File: config.mk
export PLATFORM = sky130hd
export DESIGN_NAME = rob_top
export DESIGN_NICKNAME = d
export VERILOG_FILES = /design/src/lc3b_rob_pkg.sv /design/src/rob_storage.sv /design/src/rob_dispatch.sv /design/src/rob_commit.sv /design/src/arch_regfile.sv /design/src/rob_top.sv
export SDC_FILE = /design/constraint.sdc
export NUM_CORES = 1
export LEC_CHECK = 0
export BUFFER_PORTS_ARGS = -buffer_cell sky130_fd_sc_hd__clkbuf_2
export CORE_ASPECT_RATIO = 1.75
export CORE_MARGIN = 2
export CORE_UTILIZATION = 30
export CTS_BUF_LIST = sky130_fd_sc_hd__clkbuf_8
export DETAILED_ROUTE_END_ITERATION = 10
export GPL_ROUTABILITY_DRIVEN = 0
export HOLD_SLACK_MARGIN = 0.15
export SLEW_MARGIN = 15
export SYNTH_ARGS = -nofsm -noshare
export SYNTH_HDL_FRONTEND = slang
export SYNTH_SLANG_ARGS = --single-unit
File: constraint.sdc
create_clock -name clk -period 5.6 [get_ports clk]
set_input_delay 0.56 -clock clk [delete_from_list [all_inputs] [get_ports clk]]
set_output_delay 0.56 -clock clk [all_outputs]
set_load 0.005 [all_outputs]
File: src/lc3b_rob_pkg.sv
package lc3b_rob_pkg;

	// lc3b opcode field, bits [15:12] of the instruction.
	typedef enum logic [3:0]
	{
		op_br   = 4'b0000,
		op_add  = 4'b0001,
		op_ldb  = 4'b0010,
		op_stb  = 4'b0011,
		op_jsr  = 4'b0100,
		op_and  = 4'b0101,
		op_ldr  = 4'b0110,
		op_str  = 4'b0111,
		op_rti  = 4'b1000,
		op_not  = 4'b1001,
		op_ldi  = 4'b1010,
		op_sti  = 4'b1011,
		op_jmp  = 4'b1100,
		op_shf  = 4'b1101,
		op_lea  = 4'b1110,
		op_trap = 4'b1111
	} lc3b_opcode;

	// eight architectural registers.
	typedef enum logic [2:0] {r0, r1, r2, r3, r4, r5, r6, r7} lc3b_reg;

	// four-phase intake states.
	typedef enum logic [1:0] {idle, write, ack_wait} disp_state;

	// entries whose value is known when they enter the buffer.
	function automatic logic done_at_dispatch(input lc3b_opcode op);
		case (op)
			op_br, op_lea, op_jsr, op_str, op_stb, op_sti: return 1'b1;
			default: return 1'b0;
		endcase
	endfunction

	// opcodes that retire into the register file.
	function automatic logic writes_reg(input lc3b_opcode op);
		case (op)
			op_add, op_and, op_not, op_shf: return 1'b1; // alu ops.
			op_ldb, op_ldr, op_ldi, op_lea, op_jsr: return 1'b1; // loads, lea, link.
			default: return 1'b0;
		endcase
	endfunction

endpackage

File: src/rob_storage.sv
`timescale 1ns/1ps

module rob_storage #(
	parameter data_width = 16,
	parameter tag_width = 3
)
(
	input logic clk,
	input logic rst,
	input logic we, // allocate at tail.
	input logic re, // retire head.
	input logic flush,
	input lc3b_rob_pkg::lc3b_opcode inst_in,
	input lc3b_rob_pkg::lc3b_reg dest_in,
	input logic [data_width-1:0] value_in,
	input logic predict_in,
	input logic cdb_valid,
	input logic [tag_width-1:0] cdb_tag,
	input logic [data_width-1:0] cdb_value,
	input logic [tag_width-1:0] src1_tag,
	input logic [tag_width-1:0] src2_tag,
	output lc3b_rob_pkg::lc3b_opcode head_inst,
	output lc3b_rob_pkg::lc3b_reg head_dest,
	output logic [data_width-1:0] head_value,
	output logic head_valid,
	output logic head_predict,
	output logic [tag_width-1:0] w_addr,
	output logic empty,
	output logic full,
	output logic [data_width-1:0] src1_value,
	output logic src1_ready,
	output logic [data_width-1:0] src2_value,
	output logic src2_ready
);

	localparam int depth = 2**tag_width;
	localparam logic [tag_width:0] full_cnt = (tag_width+1)'(depth);

	// per-entry fields.
	lc3b_rob_pkg::lc3b_opcode inst_mem [0:depth-1];
	lc3b_rob_pkg::lc3b_reg dest_mem [0:depth-1];
	logic [data_width-1:0] value_mem [0:depth-1];
	logic predict_mem [0:depth-1];
	logic valid_mem [0:depth-1]; // value is final.

	logic [tag_width-1:0] head; // oldest entry.
	logic [tag_width-1:0] tail; // next free slot.
	logic [tag_width:0] cnt; // one extra bit to tell full from empty.
	logic do_write;
	logic do_read;
	logic [tag_width-1:0] cdb_off; // distance of strobe tag from head.

	assign empty = (cnt == '0);
	assign full = (cnt == full_cnt);
	assign do_write = we && !full;
	assign do_read = re && !empty;
	assign w_addr = tail;

	// head view for commit.
	assign head_inst = inst_mem[head];
	assign head_dest = dest_mem[head];
	assign head_value = value_mem[head];
	assign head_valid = valid_mem[head];
	assign head_predict = predict_mem[head];

	// operand forwarding, straight array reads.
	assign src1_value = value_mem[src1_tag];
	assign src1_ready = valid_mem[src1_tag];
	assign src2_value = value_mem[src2_tag];
	assign src2_ready = valid_mem[src2_tag];

	// payload fields.
	always_ff @(posedge clk)
	begin
		if (do_write)
		begin
			inst_mem[tail] <= inst_in;
			dest_mem[tail] <= dest_in;
			value_mem[tail] <= value_in; // branch outcome or early result.
			predict_mem[tail] <= predict_in;
		end
		if (cdb_valid)
			value_mem[cdb_tag] <= cdb_value; // late result fills in by tag.
	end

	// pointers, count and valid flags.
	always_ff @(posedge clk)
	begin
		if (rst || flush)
		begin
			head <= '0;
			tail <= '0;
			cnt <= '0;
			for (int i = 0; i < depth; i++)
				valid_mem[i] <= 1'b0;
		end
		else
		begin
			if (do_write)
			begin
				valid_mem[tail] <= lc3b_rob_pkg::done_at_dispatch(inst_in);
				tail <= tail + tag_width'(1);
			end
			if (cdb_valid)
				valid_mem[cdb_tag] <= 1'b1;
			if (do_read)
			begin
				valid_mem[head] <= 1'b0; // slot free again.
				head <= head + tag_width'(1);
			end
			case ({do_write, do_read})
				2'b10: cnt <= cnt + (tag_width+1)'(1);
				2'b01: cnt <= cnt - (tag_width+1)'(1);
				default: cnt <= cnt; // both or neither.
			endcase
		end
	end

	assign cdb_off = cdb_tag - head;

	// dispatch must hold off while the buffer is full.
	a_no_write_full: assert property (@(posedge clk) disable iff (rst)
		we |-> !full);

	// commit only retires a real entry.
	a_no_read_empty: assert property (@(posedge clk) disable iff (rst)
		re |-> !empty);

	// a result must target an allocated slot.
	a_cdb_occupied: assert property (@(posedge clk) disable iff (rst || flush)
		cdb_valid |-> ({1'b0, cdb_off} < cnt));

endmodule

File: src/rob_dispatch.sv
`timescale 1ns/1ps

module rob_dispatch #(
	parameter tag_width = 3
)
(
	input logic clk,
	input logic rst,
	input logic disp_req, // four-phase request from the front end.
	input logic full,
	input logic flush,
	input logic [tag_width-1:0] w_addr, // current tail of the buffer.
	output logic we,
	output logic disp_ack,
	output logic [tag_width-1:0] disp_tag
);

	lc3b_rob_pkg::disp_state state;
	lc3b_rob_pkg::disp_state state_next;
	logic [tag_width-1:0] tag_q; // slot handed to this request.

	// write lasts one cycle, held back while a flush is in progress.
	assign we = (state == lc3b_rob_pkg::write) && !flush;
	assign disp_ack = (state == lc3b_rob_pkg::ack_wait);
	assign disp_tag = tag_q;

	always_comb
	begin
		state_next = state;
		case (state)
			lc3b_rob_pkg::idle:
			begin
				// stay here while full, that is the back-pressure.
				if (disp_req && !full)
					state_next = lc3b_rob_pkg::write;
			end
			lc3b_rob_pkg::write:
			begin
				if (!flush)
					state_next = lc3b_rob_pkg::ack_wait; // entry lands on this edge.
			end
			lc3b_rob_pkg::ack_wait:
			begin
				if (!disp_req)
					state_next = lc3b_rob_pkg::idle; // req dropped, release ack.
			end
			default: state_next = lc3b_rob_pkg::idle;
		endcase
	end

	always_ff @(posedge clk)
	begin
		if (rst)
			state <= lc3b_rob_pkg::idle;
		else
			state <= state_next;
	end

	// remember the slot, tail moves on after the write.
	always_ff @(posedge clk)
	begin
		if (we)
			tag_q <= w_addr;
	end

	// ack only answers a request that is still up.
	a_ack_needs_req: assert property (@(posedge clk) disable iff (rst)
		$rose(disp_ack) |-> disp_req);

endmodule

File: src/rob_commit.sv
`timescale 1ns/1ps

module rob_commit #(
	parameter data_width = 16
)
(
	input logic clk,
	input logic rst,
	input logic empty,
	input lc3b_rob_pkg::lc3b_opcode head_inst,
	input lc3b_rob_pkg::lc3b_reg head_dest,
	input logic [data_width-1:0] head_value,
	input logic head_valid,
	input logic head_predict,
	output logic re,
	output logic flush,
	output logic rf_we,
	output lc3b_rob_pkg::lc3b_reg rf_dest,
	output logic [data_width-1:0] rf_data,
	output logic commit_valid,
	output lc3b_rob_pkg::lc3b_opcode commit_inst,
	output lc3b_rob_pkg::lc3b_reg commit_dest,
	output logic [data_width-1:0] commit_value,
	output logic mispredict
);

	logic is_branch;
	logic wrong_path; // predicted direction differs from outcome.

	assign is_branch = (head_inst == lc3b_rob_pkg::op_br);
	assign wrong_path = is_branch && (head_predict != head_value[0]);

	// retire the head once its value is in, never while flushing.
	assign re = !empty && head_valid && !flush;

	// flush is the registered mispredict, live for one cycle.
	assign flush = mispredict;

	// register write uses the committed copy, one cycle behind commit_valid.
	assign rf_dest = commit_dest;
	assign rf_data = commit_value;

	always_ff @(posedge clk)
	begin
		if (rst)
		begin
			commit_valid <= 1'b0;
			rf_we <= 1'b0;
			mispredict <= 1'b0;
		end
		else
		begin
			commit_valid <= re;
			rf_we <= re && lc3b_rob_pkg::writes_reg(head_inst); // stores and branches skip.
			mispredict <= re && wrong_path;
		end
	end

	// retired entry as seen from outside.
	always_ff @(posedge clk)
	begin
		if (re)
		begin
			commit_inst <= head_inst;
			commit_dest <= head_dest;
			commit_value <= head_value;
		end
	end

endmodule

File: src/arch_regfile.sv
`timescale 1ns/1ps

module arch_regfile #(
	parameter data_width = 16
)
(
	input logic clk,
	input logic rst,
	input logic we,
	input lc3b_rob_pkg::lc3b_reg dest,
	input logic [data_width-1:0] data,
	input lc3b_rob_pkg::lc3b_reg sel, // read select.
	output logic [data_width-1:0] value
);

	logic [data_width-1:0] regs [0:7]; // r0 to r7.

	always_ff @(posedge clk)
	begin
		if (rst)
		begin
			for (int i = 0; i < 8; i++)
				regs[i] <= '0;
		end
		else if (we)
		begin
			regs[dest] <= data; // one write per cycle from commit.
		end
	end

	// read is combinational, a write shows up after the edge.
	assign value = regs[sel];

endmodule

File: src/rob_top.sv
`timescale 1ns/1ps

module rob_top #(
	parameter data_width = 16,
	parameter tag_width = 3
)
(
	input logic clk,
	input logic rst,
	input logic disp_req,
	input lc3b_rob_pkg::lc3b_opcode disp_inst,
	input lc3b_rob_pkg::lc3b_reg disp_dest,
	input logic [data_width-1:0] disp_value, // bit 0 is the outcome for op_br.
	input logic disp_predict,
	output logic disp_ack,
	output logic [tag_width-1:0] disp_tag,
	input logic cdb_valid,
	input logic [tag_width-1:0] cdb_tag,
	input logic [data_width-1:0] cdb_value,
	input logic [tag_width-1:0] src1_tag,
	input logic [tag_width-1:0] src2_tag,
	output logic [data_width-1:0] src1_value,
	output logic src1_ready,
	output logic [data_width-1:0] src2_value,
	output logic src2_ready,
	output logic commit_valid,
	output lc3b_rob_pkg::lc3b_opcode commit_inst,
	output lc3b_rob_pkg::lc3b_reg commit_dest,
	output logic [data_width-1:0] commit_value,
	output logic mispredict,
	input lc3b_rob_pkg::lc3b_reg reg_sel,
	output logic [data_width-1:0] reg_value
);

	logic we;
	logic re;
	logic flush;
	logic full;
	logic empty;
	logic [tag_width-1:0] w_addr;
	lc3b_rob_pkg::lc3b_opcode head_inst;
	lc3b_rob_pkg::lc3b_reg head_dest;
	logic [data_width-1:0] head_value;
	logic head_valid;
	logic head_predict;
	logic rf_we;
	lc3b_rob_pkg::lc3b_reg rf_dest;
	logic [data_width-1:0] rf_data;

	rob_dispatch #(.tag_width(tag_width)) u_dispatch (
		.clk(clk), .rst(rst), .disp_req(disp_req), .full(full), .flush(flush),
		.w_addr(w_addr), .we(we), .disp_ack(disp_ack), .disp_tag(disp_tag)
	);

	rob_storage #(.data_width(data_width), .tag_width(tag_width)) u_storage (
		.clk(clk), .rst(rst), .we(we), .re(re), .flush(flush),
		.inst_in(disp_inst), .dest_in(disp_dest), .value_in(disp_value),
		.predict_in(disp_predict), .cdb_valid(cdb_valid), .cdb_tag(cdb_tag),
		.cdb_value(cdb_value), .src1_tag(src1_tag), .src2_tag(src2_tag),
		.head_inst(head_inst), .head_dest(head_dest), .head_value(head_value),
		.head_valid(head_valid), .head_predict(head_predict), .w_addr(w_addr),
		.empty(empty), .full(full), .src1_value(src1_value), .src1_ready(src1_ready),
		.src2_value(src2_value), .src2_ready(src2_ready)
	);

	rob_commit #(.data_width(data_width)) u_commit (
		.clk(clk), .rst(rst), .empty(empty), .head_inst(head_inst),
		.head_dest(head_dest), .head_value(head_value), .head_valid(head_valid),
		.head_predict(head_predict), .re(re), .flush(flush), .rf_we(rf_we),
		.rf_dest(rf_dest), .rf_data(rf_data), .commit_valid(commit_valid),
		.commit_inst(commit_inst), .commit_dest(commit_dest),
		.commit_value(commit_value), .mispredict(mispredict)
	);

	arch_regfile #(.data_width(data_width)) u_regfile (
		.clk(clk), .rst(rst), .we(rf_we), .dest(rf_dest), .data(rf_data),
		.sel(reg_sel), .value(reg_value)
	);

endmodule

Yosys cells after proc, flatten, opt, wreduce, memory -nomap -nowiden
Memories as Yosys holds them, arrays and structs flattened. A register that Yosys moved wholly into a read port is not among the register bits.
Cells that the tools add are included.
{"block": "classes", "reduce_logical": 24, "magnitude_cmp": 0, "shift": 0, "div": 0, "eq_ne": 14, "n_addsub": 4, "mul": 0, "bitwise_logic": 0, "n_mux": 47}
{"op": "$mux 3", "n": 12}
{"op": "$mux 1", "n": 29}
{"op": "$mux 16", "n": 1}
{"op": "$reduce_or 16->1", "n": 1}
{"op": "$eq 4x4->1 const B", "n": 3}
{"op": "$logic_not 4->1", "n": 3}
{"op": "$logic_and 1x1->1", "n": 9}
{"op": "$eq 4x3->1 const B", "n": 2}
{"op": "$pmux 4 s2", "n": 1}
{"op": "$add 3x1->3 const B", "n": 2}
{"op": "$mux 2", "n": 3}
{"op": "$pmux 2 s3", "n": 1}
{"op": "$reduce_or 6->1", "n": 1}
{"op": "$add 4x1->4 const B", "n": 1}
{"op": "$eq 2x1->1 const B", "n": 2}
{"op": "$eq 2x2->1 const B", "n": 2}
{"op": "$eq 4x2->1 const B", "n": 1}
{"op": "$ne 2x2->1 const B", "n": 2}
{"op": "$sub 4x1->4 const B", "n": 1}
{"op": "$logic_not 1->1", "n": 3}
{"op": "$reduce_and 3->1", "n": 1}
{"op": "$reduce_or 1->1", "n": 3}
{"op": "$logic_not 2->1", "n": 1}
{"op": "$ne 2x1->1 const B", "n": 1}
{"op": "3 further kinds", "n": 3}
{"block": "totals", "n_memories": 7, "regBits": 38, "out_inout_bits": 79, "mem_bits_ro": 16, "latchBits": 0, "ram_bits": 328}
{"memory": "u_regfile.regs", "depth": 8, "word_bits": 16, "rd": 1, "rd_ports_with_merged_regs": 0, "write_ports": 8, "line_no": "arch_regfile.sv:16", "rtl": "logic [data_width-1:0] regs [0:7];"}
{"memory": "u_storage.value_mem", "depth": 8, "word_bits": 16, "rd": 3, "rd_ports_with_merged_regs": 1, "write_ports": 2, "line_no": "rob_storage.sv:42", "rtl": "logic [data_width-1:0] value_mem [0:depth-1];"}
{"memory": "u_storage.inst_mem", "depth": 8, "word_bits": 4, "rd": 1, "rd_ports_with_merged_regs": 1, "write_ports": 1, "line_no": "rob_storage.sv:40", "rtl": "lc3b_rob_pkg::lc3b_opcode inst_mem [0:depth-1];"}
{"memory": "u_storage.dest_mem", "depth": 8, "word_bits": 3, "rd": 1, "rd_ports_with_merged_regs": 1, "write_ports": 1, "line_no": "rob_storage.sv:41", "rtl": "lc3b_rob_pkg::lc3b_reg dest_mem [0:depth-1];"}
{"memory": "(no name shown)", "depth": 16, "word_bits": 1, "rd": 1, "rd_ports_with_merged_regs": 0, "write_ports": 0, "line_no": "lc3b_rob_pkg.sv:40", "rtl": "case (op)"}
{"memory": "u_storage.predict_mem", "depth": 8, "word_bits": 1, "rd": 1, "rd_ports_with_merged_regs": 1, "write_ports": 1, "line_no": "rob_storage.sv:43", "rtl": "logic predict_mem [0:depth-1];"}
{"memory": "+1 memories"}

Depth between registers and ports, before layout
Gate-level depths: netlist of the first run.
{"block": "logic_depth", "word_depth": 10, "mapped_depth": 12, "ltp_nobuf": 10}

Cells and area by module
A second synthesis of the first run with hierarchy kept.
{"block": "hier_totals", "cells_unflattened": 1138, "hier_area_um2": 19122.1}
{"module": "rob_storage", "n_inst": 1, "area_per_inst_um2": 12084.1, "cells_each": 693, "seq_area_each_um2": 6185.9}
{"module": "arch_regfile", "n_inst": 1, "area_per_inst_um2": 5845.6, "cells_each": 373, "seq_area_each_um2": 3843.7}
{"module": "rob_commit", "n_inst": 1, "area_per_inst_um2": 996.0, "cells_each": 60, "seq_area_each_um2": 750.7}
{"module": "rob_dispatch", "n_inst": 1, "area_per_inst_um2": 196.4, "cells_each": 12, "seq_area_each_um2": 130.1}

Least setup slack after synthesis of the first run
No wires, ideal clock.
{"block": "synth_timing", "kind": "reg-to-reg", "start": "register u_commit.mispredict, in the netlist u_commit.flush", "end": "memory u_storage.value_mem[3][0] (enable)", "path_buffers": 2, "setup_ns": 0.411, "period_less_slack_ns": 2.932, "t_arrival_ns": 2.520, "slack_ns": 2.668, "t_required_ns": 5.189, "stages_incl_launch_ff": 6, "path_cell_list": "dfxtp_1 > or3b_1 > buf_2 > or3_1 > buf_2 > o21ai_0"}
{"item": "from (decl)", "line_no": "rob_commit.sv:24", "rtl": "output logic mispredict"}
{"item": "from (signal assigned)", "line_no": "rob_commit.sv:55", "rtl": "mispredict <= re && wrong_path;"}
{"item": "to (decl)", "line_no": "rob_storage.sv:42"}

==> run summary, run 1 <==
status -> finished, final reports clean
Fin. Hold Viols -> 0
hold path startpoint -> disp_predict
Critical path buffers and inverters -> 1
Avg Synthesized Cell Area -> 16.3 µm²
initial antenna violation count -> 6
H-Tree Depth -> 2
Routed Antenna Nets -> 0
Die Y -> 335 µm
Startpoint Class -> flip-flop
Reg2Reg Setup Slack -> 2.35 ns
CP Class -> reg -> reg
final HPWL from detailed placement -> 35900 µm
mapped cell area -> 18800 µm²
number of post-CTS setup repair buffers -> 0
setup violators final -> 0
fin crit share -> 0.580
die area -> 64800 µm²
maximum fanout along the worst path -> 42
vias in the first global route -> 11728
Slew headroom -> 0.201
global-route wire length before repair -> 78200 µm
Post-synth EDFFs -> 346
GR Overflow Total -> 0
Mapped Nets -> 1220
crit path DAT -> 3.81 ns
Synth top cells by count -> edfxtp_1, mux2_2, mux4_2
Mapped Cells -> 1157
DR vias -> 11049
maxcap violations -> 0
initial DRC count -> 670
DR pass1 iterations -> 7
clock network power share -> 0.371
minimum clock period -> 3.25 ns
most frequent cell after synthesis -> edfxtp_1
flip-flop and latch count after synthesis -> 372
Critical-path top delay cell -> nor4_1
Post-synth ARST share -> 0
Core Footprint -> 62100 µm²
share of the synthesized area in the top cell type -> 0.552
post-cts resize count -> 0
# clock sinks -> 372
number of remaining DRC errors -> 0
die width -> 193 µm
largest net degree at the start of global routing -> 43
TNS Setup -> 0 ns
clock buffer depth -> 3
via/cell ratio -> 5.14
hold depth -> 1
nets -> 1371
register clock-pin slew on the reported worst setup and hold paths -> 0.08 ns
switch share -> 0.240
dominant cell type by area after synthesis -> edfxtp_1
Fin Clk Skew -> 0.0372 ns
IO Port Bufs -> 134
CP top delay family -> simple AND/OR/NAND/NOR gates
RSZ-0062 raised after global routing -> false
synthesis-to-finish area growth -> 14.8%
Top Ports -> 135
Worst Reg2Reg Path Length in Cells -> 10
drt total wl -> 53100 µm
clock root buffer master -> clkbuf_8
Initial Utilization -> 0.303
Worst-Margin Slew -> 1.20 ns
total power -> 5.98 mW
Sw Pwr -> 1.44 mW
Placement Setup Slack -> 2.23 ns
warnings from Yosys -> 0
Netlist cell types -> 59
CTS tree -> done
min-delay worst type -> in -> reg
worst skew pair latency -> 0.65 ns
Num CTS Buffers -> 53
dominant cells by area after synthesis -> edfxtp_1, mux4_2, mux2_2
Max stage delay on crit path -> 0.68 ns
Top FF cell, synth -> edfxtp_1
Avg WL per Cell -> 24.7 µm
Peak VDD IR -> 141 µV
layout cell share with drive strength beyond 1 -> 0.438
Pwr Density -> 277 nW/µm²
critical path cell sequence -> buf_4, a2111oi_1, nor4_1, ha_1, xor2_1, ha_1, a21oi_1, xor2_1, or3_1, a21oi_1
final worst slack -> 2.35 ns
CP endpoint kind -> flip-flop
Filler Cell Count -> 5885
Power Internal -> 4.54 mW
Worst path depth -> 10
total track usage -> 0.163
combinational share of power -> 0.099
required time of the worst setup path -> 6.17 ns
Max Clk Rate -> 0.308 GHz
leak pwr -> 7.50 nW
Seq pwr share -> 0.531
Slew Limit Fails -> 0
Rows -> 121
sequential fraction of the synthesis area -> 0.580
==> power by group through the flow <==
stage / Sequential, mW / Combinational [mW] / Clock [mW]
after CTS: 3.17 / 0.597 / 2.28
after floorplan: 3.21 / 0.374 / 0
after detailed placement: 3.23 / 0.593 / 0
final: 3.17 / 0.589 / 2.22
after global placement: 3.23 / 0.585 / 0
after global routing: 3.18 / 0.634 / 2.36
==> registers in the layout, indices dropped and copies added (netlist names), named ones only <==
register / cells
u_storage.w_addr: 3
u_storage.cnt: 4
u_commit.commit_valid: 1
u_dispatch.disp_tag: 3
u_storage.predict_mem: 8
u_commit.rf_we: 1
u_commit.flush: 1
u_commit.commit_inst: 4
u_commit.commit_value: 16
u_storage.head: 3
u_storage.dest_mem: 24
u_storage.valid_mem: 8
u_dispatch.state: 2
u_commit.commit_dest: 3
u_regfile.regs: 128
u_storage.inst_mem: 32
u_storage.value_mem: 128
==> metrics by stage <==
stage               area (µm²)   util  hold WS (ns)  instances
CTS                      21600  0.348         0.172       2145
global route             21600  0.348         0.215       2148
finish                   21600  0.348         0.220       2149
floorplan                18800      -         0.408       1157
global placement         20500  0.330         0.426       2051
detailed placement       20500  0.330         0.435       2051
==> repair_timing <==
item	in CTS	in global routing
hold endpoints to repair	1	0
endpoints found under the setup margin	0	0
hold buffers	1	0
==> cells in the final DEF, fill, tap and decap left out, types with 7 or more instances in the layout <==
cell type	Yosys	routed
dfxtp_1	26	24
clkbuf_2	0	134
clkbuf_8	0	58
mux2i_1	7	7
mux2_2	180	180
nor2b_1	7	7
nand3_1	9	9
inv_1	9	30
o21ai_0	17	8
nand2_1	73	73
nor3_1	13	12
a21oi_1	14	14
edfxtp_1	346	346
mux4_2	147	147
o21ai_1	1	7
nor2_1	28	27
and2_1	129	129
buf_4	1	37
ha_1	7	7
==> path summary, 6_finish.rpt <==
kind	endpoint
max	u_storage.cnt[2]$_SDFFE_PP0P_
min	u_storage.predict_mem[4]$_DFFE_PP_
max reg2reg	u_storage.cnt[2]$_SDFFE_PP0P_
min reg2reg	u_dispatch.state[0]$_SDFFE_PP0P_
==> kinds of logic after synthesis <==
family	count (synthesis)	share of synthesized area
AND/OR/NAND/NOR	293	0.0860
AO/OA/AOI/OAI	54	0.0181
multiplexers	335	0.288
adder cells (fa/ha/maj)	7	0.00466
XOR/XNOR	9	0.00419
buffers and inverters	87	0.0188
flip-flops	372	0.580
==> routing by layer <==
metal / vias up / track usage / share of wire
met2: 330 / 0.315 / 0.55
met5: - / 0 / 0.00047
li1: 4880 / - / -
met1: 5736 / 0.174 / 0.36
met3: 99 / 0.0296 / 0.048
met4: 4 / 0.0603 / 0.035
==> layout make-up <==
class	count	area (µm²)	area share
tap	799	1000	0.0463
clock inverter	35	265	0.0123
inverter	11	41.3	0.00191
antenna	4	10.0	0.000464
clock buffer	58	798	0.0370
multi-input combinational	698	7610	0.352
timing repair buffer	172	958	0.0444
sequential	372	10900	0.505
No activity file was read; power rests on OpenSTA's default activity.
==> run 2, diff against run 1 <==
==> constraint.sdc (replaced) <==
create_clock -name clk -period 3.09 [get_ports clk]
set_input_delay 0.309 -clock clk [delete_from_list [all_inputs] [get_ports clk]]
set_output_delay 0.309 -clock clk [all_outputs]
set_load 0.005 [all_outputs]
==> run 2 against run 1 <==
  * Setup slack got worse by 2.2 ns
  * Maximum frequency grew 12%
  * First-iteration DRC count up 3.9%
  * Routed wire length is 2.3% higher
  * Combinational power is 97% higher
  * Cell area grew 3.4%
  * Critical path type unchanged
  * Critical endpoint unchanged
  * Utilization increased by 1.2 points
==> run summary, run 2 (synthesized netlist as in run 1, its figures left out) <==
Max Clk Rate -> 0.346 GHz
die width -> 193 µm
total power -> 10.7 mW
Filler Cell Count -> 5947
Top Ports -> 135
worst skew pair latency -> 0.65 ns
Initial Utilization -> 0.303
# clock sinks -> 372
worst hold margin -> 0.237 ns
die area -> 64800 µm²
global-route wire length before repair -> 79500 µm
Util after Layout -> 0.360
initial antenna violation count -> 3
drt total wl -> 54300 µm
final instance area -> 22300 µm²
hold bufs inserted after CTS -> 58
Pwr Density -> 481 nW/µm²
DR vias -> 11378
Routed Antenna Nets -> 0
IO Port Bufs -> 134
Placed Area -> 20700 µm²
most common cell after layout, fill and taps aside -> edfxtp_1
Num CTS Buffers -> 53
minimum clock period -> 2.89 ns
multi-input logic area -> 7600 µm²
nets -> 1448
number of post-CTS setup repair buffers -> 0
Peak VDD IR -> 248 µV
register clock-pin slew on the reported worst setup and hold paths -> 0.07 ns
min-delay worst type -> in -> reg
Avg WL per Cell -> 24.3 µm
fin crit share -> 0.935
Placement Setup Slack -> 0.224 ns
most frequent cells in the layout -> edfxtp_1, mux2_2, mux4_2
Core Footprint -> 62100 µm²
required time of the worst setup path -> 3.64 ns
clock root buffer master -> clkbuf_8
Rows -> 121
largest net degree at the start of global routing -> 41
maxcap violations -> 0
top flop regs -> u_regfile.regs (128), u_storage.value_mem (128), u_storage.inst_mem (32)
post-cts resize count -> 0
CP endpoint kind -> flip-flop
DR pass1 iterations -> 4
via/cell ratio -> 5.10
maximum fanout along the worst path -> 5
final worst slack -> 0.199 ns
TNS Setup -> 0 ns
CTS tree -> done
vias in the first global route -> 12338
total track usage -> 0.166
initial DRC count -> 696
final HPWL from detailed placement -> 35400 µm
number of remaining DRC errors -> 0
Die Y -> 335 µm
Fin. Hold Viols -> 0
Reg area -> 10900 µm²
Worst-Margin Slew -> 0.825 ns
leak pwr -> 7.82 nW
Cells after DPL -> 2071
H-Tree Depth -> 2
RSZ-0062 raised after global routing -> false
synthesis-to-finish area growth -> 18.7%
clock buffer depth -> 3
setup violators final -> 0
Slew headroom -> 0.450
GR Overflow Total -> 0
status -> finished, final reports clean
Fin Clk Skew -> 0.0319 ns
CP Class -> reg -> reg
crit path DAT -> 3.44 ns
final non-filler cell total -> 2229
Startpoint Class -> flip-flop
layout cell share with drive strength beyond 1 -> 0.431
Slew Limit Fails -> 0
run 2: cell types whose count changed in the layout (fill, tap and decap cells not counted), sizes merged:
cell and change:
diode -1, clkbuf -2, bufinv -3, inv -8, dlygate4sd3 +57, clkinv +17
buf +20
run 2: final cells by class:
cell class              instances  share of cell area
flip-flops and latches        372               0.489
multi-input cells             698               0.340
repair buffers                249              0.0786
well taps                     799              0.0448
clock buffers                  56              0.0345
clock inverters                41              0.0105
inverters                      11             0.00185
diodes                          3            0.000336
run 2: critical path, cell delays in order, from the launching register on:
cell and delay (ns):
dfxtp_1 0.42, nor2b_1 0.08, a2111oi_1 0.75, nor4_1 0.17, ha_1 0.32, xor2_1 0.18, ha_1 0.19, a21oi_1 0.15
xor2_1 0.09, or3_1 0.32, a21oi_1 0.14
run 2: final timing paths:
check / start / endpoint / slack (ns) / cells after the start
setup / recovery: flip-flop / u_storage.cnt[2]$_SDFFE_PP0P_ / 0.20 / 10
hold / removal: rst / u_dispatch.state[0]$_SDFFE_PP0P_ / 0.24 / 2
setup reg to reg: flip-flop / u_storage.cnt[2]$_SDFFE_PP0P_ / 0.20 / 10
hold reg to reg: u_dispatch.state[1]$_SDFFE_PP0P_ / u_dispatch.state[0]$_SDFFE_PP0P_ / 0.49 / 1
run 2: metal layers:
metal	share of wire	global-route usage	vias to the layer above
li1	-	-	5046
met1	0.35	0.169	5844
met2	0.56	0.326	357
met3	0.047	0.0274	131
met4	0.042	0.0768	0
met5	0	0	-
run 2: power by group:
| group | switching [mW] | leakage, nW | internal [mW] |
|---|---|---|---|
| registers | 0.0818 | 3.51 | 5.66 |
| clock network | 2.04 | 0.564 | 1.79 |
| logic | 0.586 | 3.75 | 0.578 |
| total | 2.70 | 7.82 | 8.02 |
==> run 3, diff against run 2 <==
--- a/config.mk
+++ b/config.mk
@@ -5,6 +5,7 @@
 export SDC_FILE = /design/constraint.sdc
 export NUM_CORES = 1
 export LEC_CHECK = 0
+export ABC_AREA = 1
 export BUFFER_PORTS_ARGS = -buffer_cell sky130_fd_sc_hd__clkbuf_2
 export CORE_ASPECT_RATIO = 1.75
 export CORE_MARGIN = 2
==> run 3 against run 2 <==
  * Power increased by 15%
  * Utilization decreased by 0.82 points
  * Via count increased by 49%
  * Sequential power increased by 4.7%
  * Combinational power increased by 94%
==> run summary, run 3 <==
status -> finished, final reports clean
most frequent cells in the layout -> nand2_1, o21ai_0, nor2_1, edfxtp_1, inv_1
Mapped Cells -> 2181
dominant cells by area after synthesis -> edfxtp_1, o21ai_0, nand2_1
RR Endpoint -> u_storage.cnt[2]$_SDFFE_PP0P_
Util after Layout -> 0.351
CP dominant cell by count -> nand2_1
CTS tree -> done
Initial Utilization -> 0.302
total track usage -> 0.194
Avg Synthesized Cell Area -> 8.86 µm²
Slew headroom -> 0.407
flip-flop and latch count after synthesis -> 372
Worst Reg2Reg Path Length in Cells -> 16
Synth top cells by count -> nand2_1, o21ai_0, edfxtp_1, nor2_1, inv_1
Avg WL per Cell -> 20.7 µm
fin crit share -> 0.827
hold depth -> 3
Core Footprint -> 64000 µm²
maxcap violations -> 0
Netlist cell types -> 43
critical path cell sequence -> inv_2, nand2_1, nand3_1, nand2_1, nand2_1, nand3_4, inv_1, ha_1, nand2_1, inv_1, nor2_1, ha_1, a21oi_1, xnor2_1, o21ai_0, inv_1
RSZ-0062 raised after global routing -> false
Fin Clk Skew -> 0.0571 ns
min-delay worst type -> in -> reg
# clock sinks -> 372
Critical path buffers and inverters -> 4
leak pwr -> 9.05 nW
most frequent cell after synthesis -> nand2_1
largest net degree at the start of global routing -> 84
clock buffer depth -> 3
DR vias -> 16928
required time of the worst setup path -> 3.65 ns
Worst-Margin Slew -> 0.889 ns
worst hold margin -> 0.262 ns
Num CTS Buffers -> 58
worst skew pair latency -> 0.67 ns
Post-synth ARST share -> 0
Max Clk Rate -> 0.391 GHz
maximum fanout along the worst path -> 25
GR Overflow Total -> 0
die area -> 66500 µm²
final HPWL from detailed placement -> 45100 µm
Max stage delay on crit path -> 0.50 ns
layout cell share with drive strength beyond 1 -> 0.126
Startpoint Class -> flip-flop
clock root buffer master -> clkbuf_8
Pwr Density -> 549 nW/µm²
Routed Antenna Nets -> 0
Post-synth EDFFs -> 346
global-route wire length before repair -> 98100 µm
Critical-path top delay cell -> dfxtp_4
Reg2Reg Setup Slack -> 0.53 ns
Die Y -> 340 µm
Worst Hold End -> u_storage.value_mem[5][15]$_DFFE_PP_
warnings from Yosys -> 0
synthesis-to-finish area growth -> 16.4%
DR pass1 iterations -> 8
total power -> 12.3 mW
nets -> 2399
dominant cell type by area after synthesis -> edfxtp_1
mapped cell area -> 19300 µm²
crit path DAT -> 3.12 ns
Filler Cell Count -> 6521
share of the synthesized area in the top cell type -> 0.538
top flop regs -> u_regfile.regs (128), u_storage.value_mem (128), u_storage.inst_mem (32)
Slew Limit Fails -> 0
vias in the first global route -> 16572
Rows -> 123
H-Tree Depth -> 2
minimum clock period -> 2.56 ns
die width -> 196 µm
register clock-pin slew on the reported worst setup and hold paths -> 0.07 ns
IO Port Bufs -> 134
Mapped Nets -> 2244
sequential fraction of the synthesis area -> 0.565
Peak VDD IR -> 319 µV
setup violators final -> 0
CP Class -> reg -> reg
number of remaining DRC errors -> 0
post-cts resize count -> 0
initial DRC count -> 1644
Top FF cell, synth -> edfxtp_1
initial antenna violation count -> 3
most common cell after layout, fill and taps aside -> nand2_1
hold path startpoint -> cdb_value[15]
Fin. Hold Viols -> 0
via/cell ratio -> 5.29
TNS Setup -> 0 ns
CP endpoint kind -> flip-flop
Top Ports -> 135
drt total wl -> 66300 µm
CP top delay family -> simple AND/OR/NAND/NOR gates
## run 3: metrics by stage
stage / worst slack (ns) / cell area [µm²] / instances
2_1_floorplan: 0.594 / 19300 / 2181
3_3_place_gp: 0.623 / 20800 / 3026
3_5_place_dp: 0.593 / 20800 / 3026
4_1_cts: 0.570 / 22500 / 3197
5_1_grt: 0.344 / 22500 / 3198
6_report: 0.534 / 22500 / 3198
## run 3: cells by family (layout without fill, tap and decap cells)
group,after synthesis,in the layout,share of synthesized area
simple gates,842,842,0.177
compound gates,637,637,0.182
flops,372,372,0.565
buf+inv,320,524,0.0705
fa+ha+maj,7,7,0.00453
xor+xnor,3,3,0.00136
other cells,0,1,0
## run 3: repair_timing
item                       CTS  global route
setup endpoints to repair    0             0
hold buffers                62             0
hold endpoints to repair   200             0
buffers inserted             0             0
## run 3: worst max path at each step
stage / startpoint / endpoint / slack [ns] / cells after the start
2_1_floorplan: u_commit.flush$_SDFF_PP0_ / u_storage.value_mem[6][0]$_DFFE_PP_ / 0.59 / 4
3_3_place_gp: flip-flop / u_storage.cnt[2]$_SDFFE_PP0P_ / 0.62 / 16
3_5_place_dp: flip-flop / u_storage.cnt[2]$_SDFFE_PP0P_ / 0.59 / 16
4_1_cts: flip-flop / u_storage.cnt[2]$_SDFFE_PP0P_ / 0.57 / 16
5_1_grt: flip-flop / u_storage.cnt[2]$_SDFFE_PP0P_ / 0.34 / 16
6_report: flip-flop / u_storage.cnt[2]$_SDFFE_PP0P_ / 0.53 / 16
## run 3: per-layer routing
metal,routed length [µm],vias up,global-route usage
li1,-,7850,-
met1,23200,7963,0.205
met2,34200,843,0.359
met3,4440,268,0.0275
met4,4380,4,0.123
met5,24,-,0
## run 3: worst reg2reg max path, cell delays in order (launching register included)
cell and delay, ns:
dfxtp_4 0.50, inv_2 0.11, nand2_1 0.08, nand3_1 0.08, nand2_1 0.08, nand2_1 0.13
nand3_4 0.17, inv_1 0.09, ha_1 0.23, nand2_1 0.10, inv_1 0.04, nor2_1 0.18
ha_1 0.20, a21oi_1 0.06, xnor2_1 0.15, o21ai_0 0.16, inv_1 0.07
## run 3: area by class of cell
cell class	instances	area, µm²	share of cell area
clock buffers	58	798	0.0355
well taps	812	1020	0.0452
repair buffers	246	1750	0.0780
flip-flops and latches	372	10900	0.485
clock inverters	51	310	0.0138
inverters	169	637	0.0283
multi-input cells	1489	7060	0.314
diodes	1	2.50	0.000111
## run 3: report_power, final
| part | internal [mW] | switching [mW] |
|---|---|---|
| logic | 0.669 | 1.58 |
| registers | 5.82 | 0.192 |
| clock network | 2.02 | 2.06 |
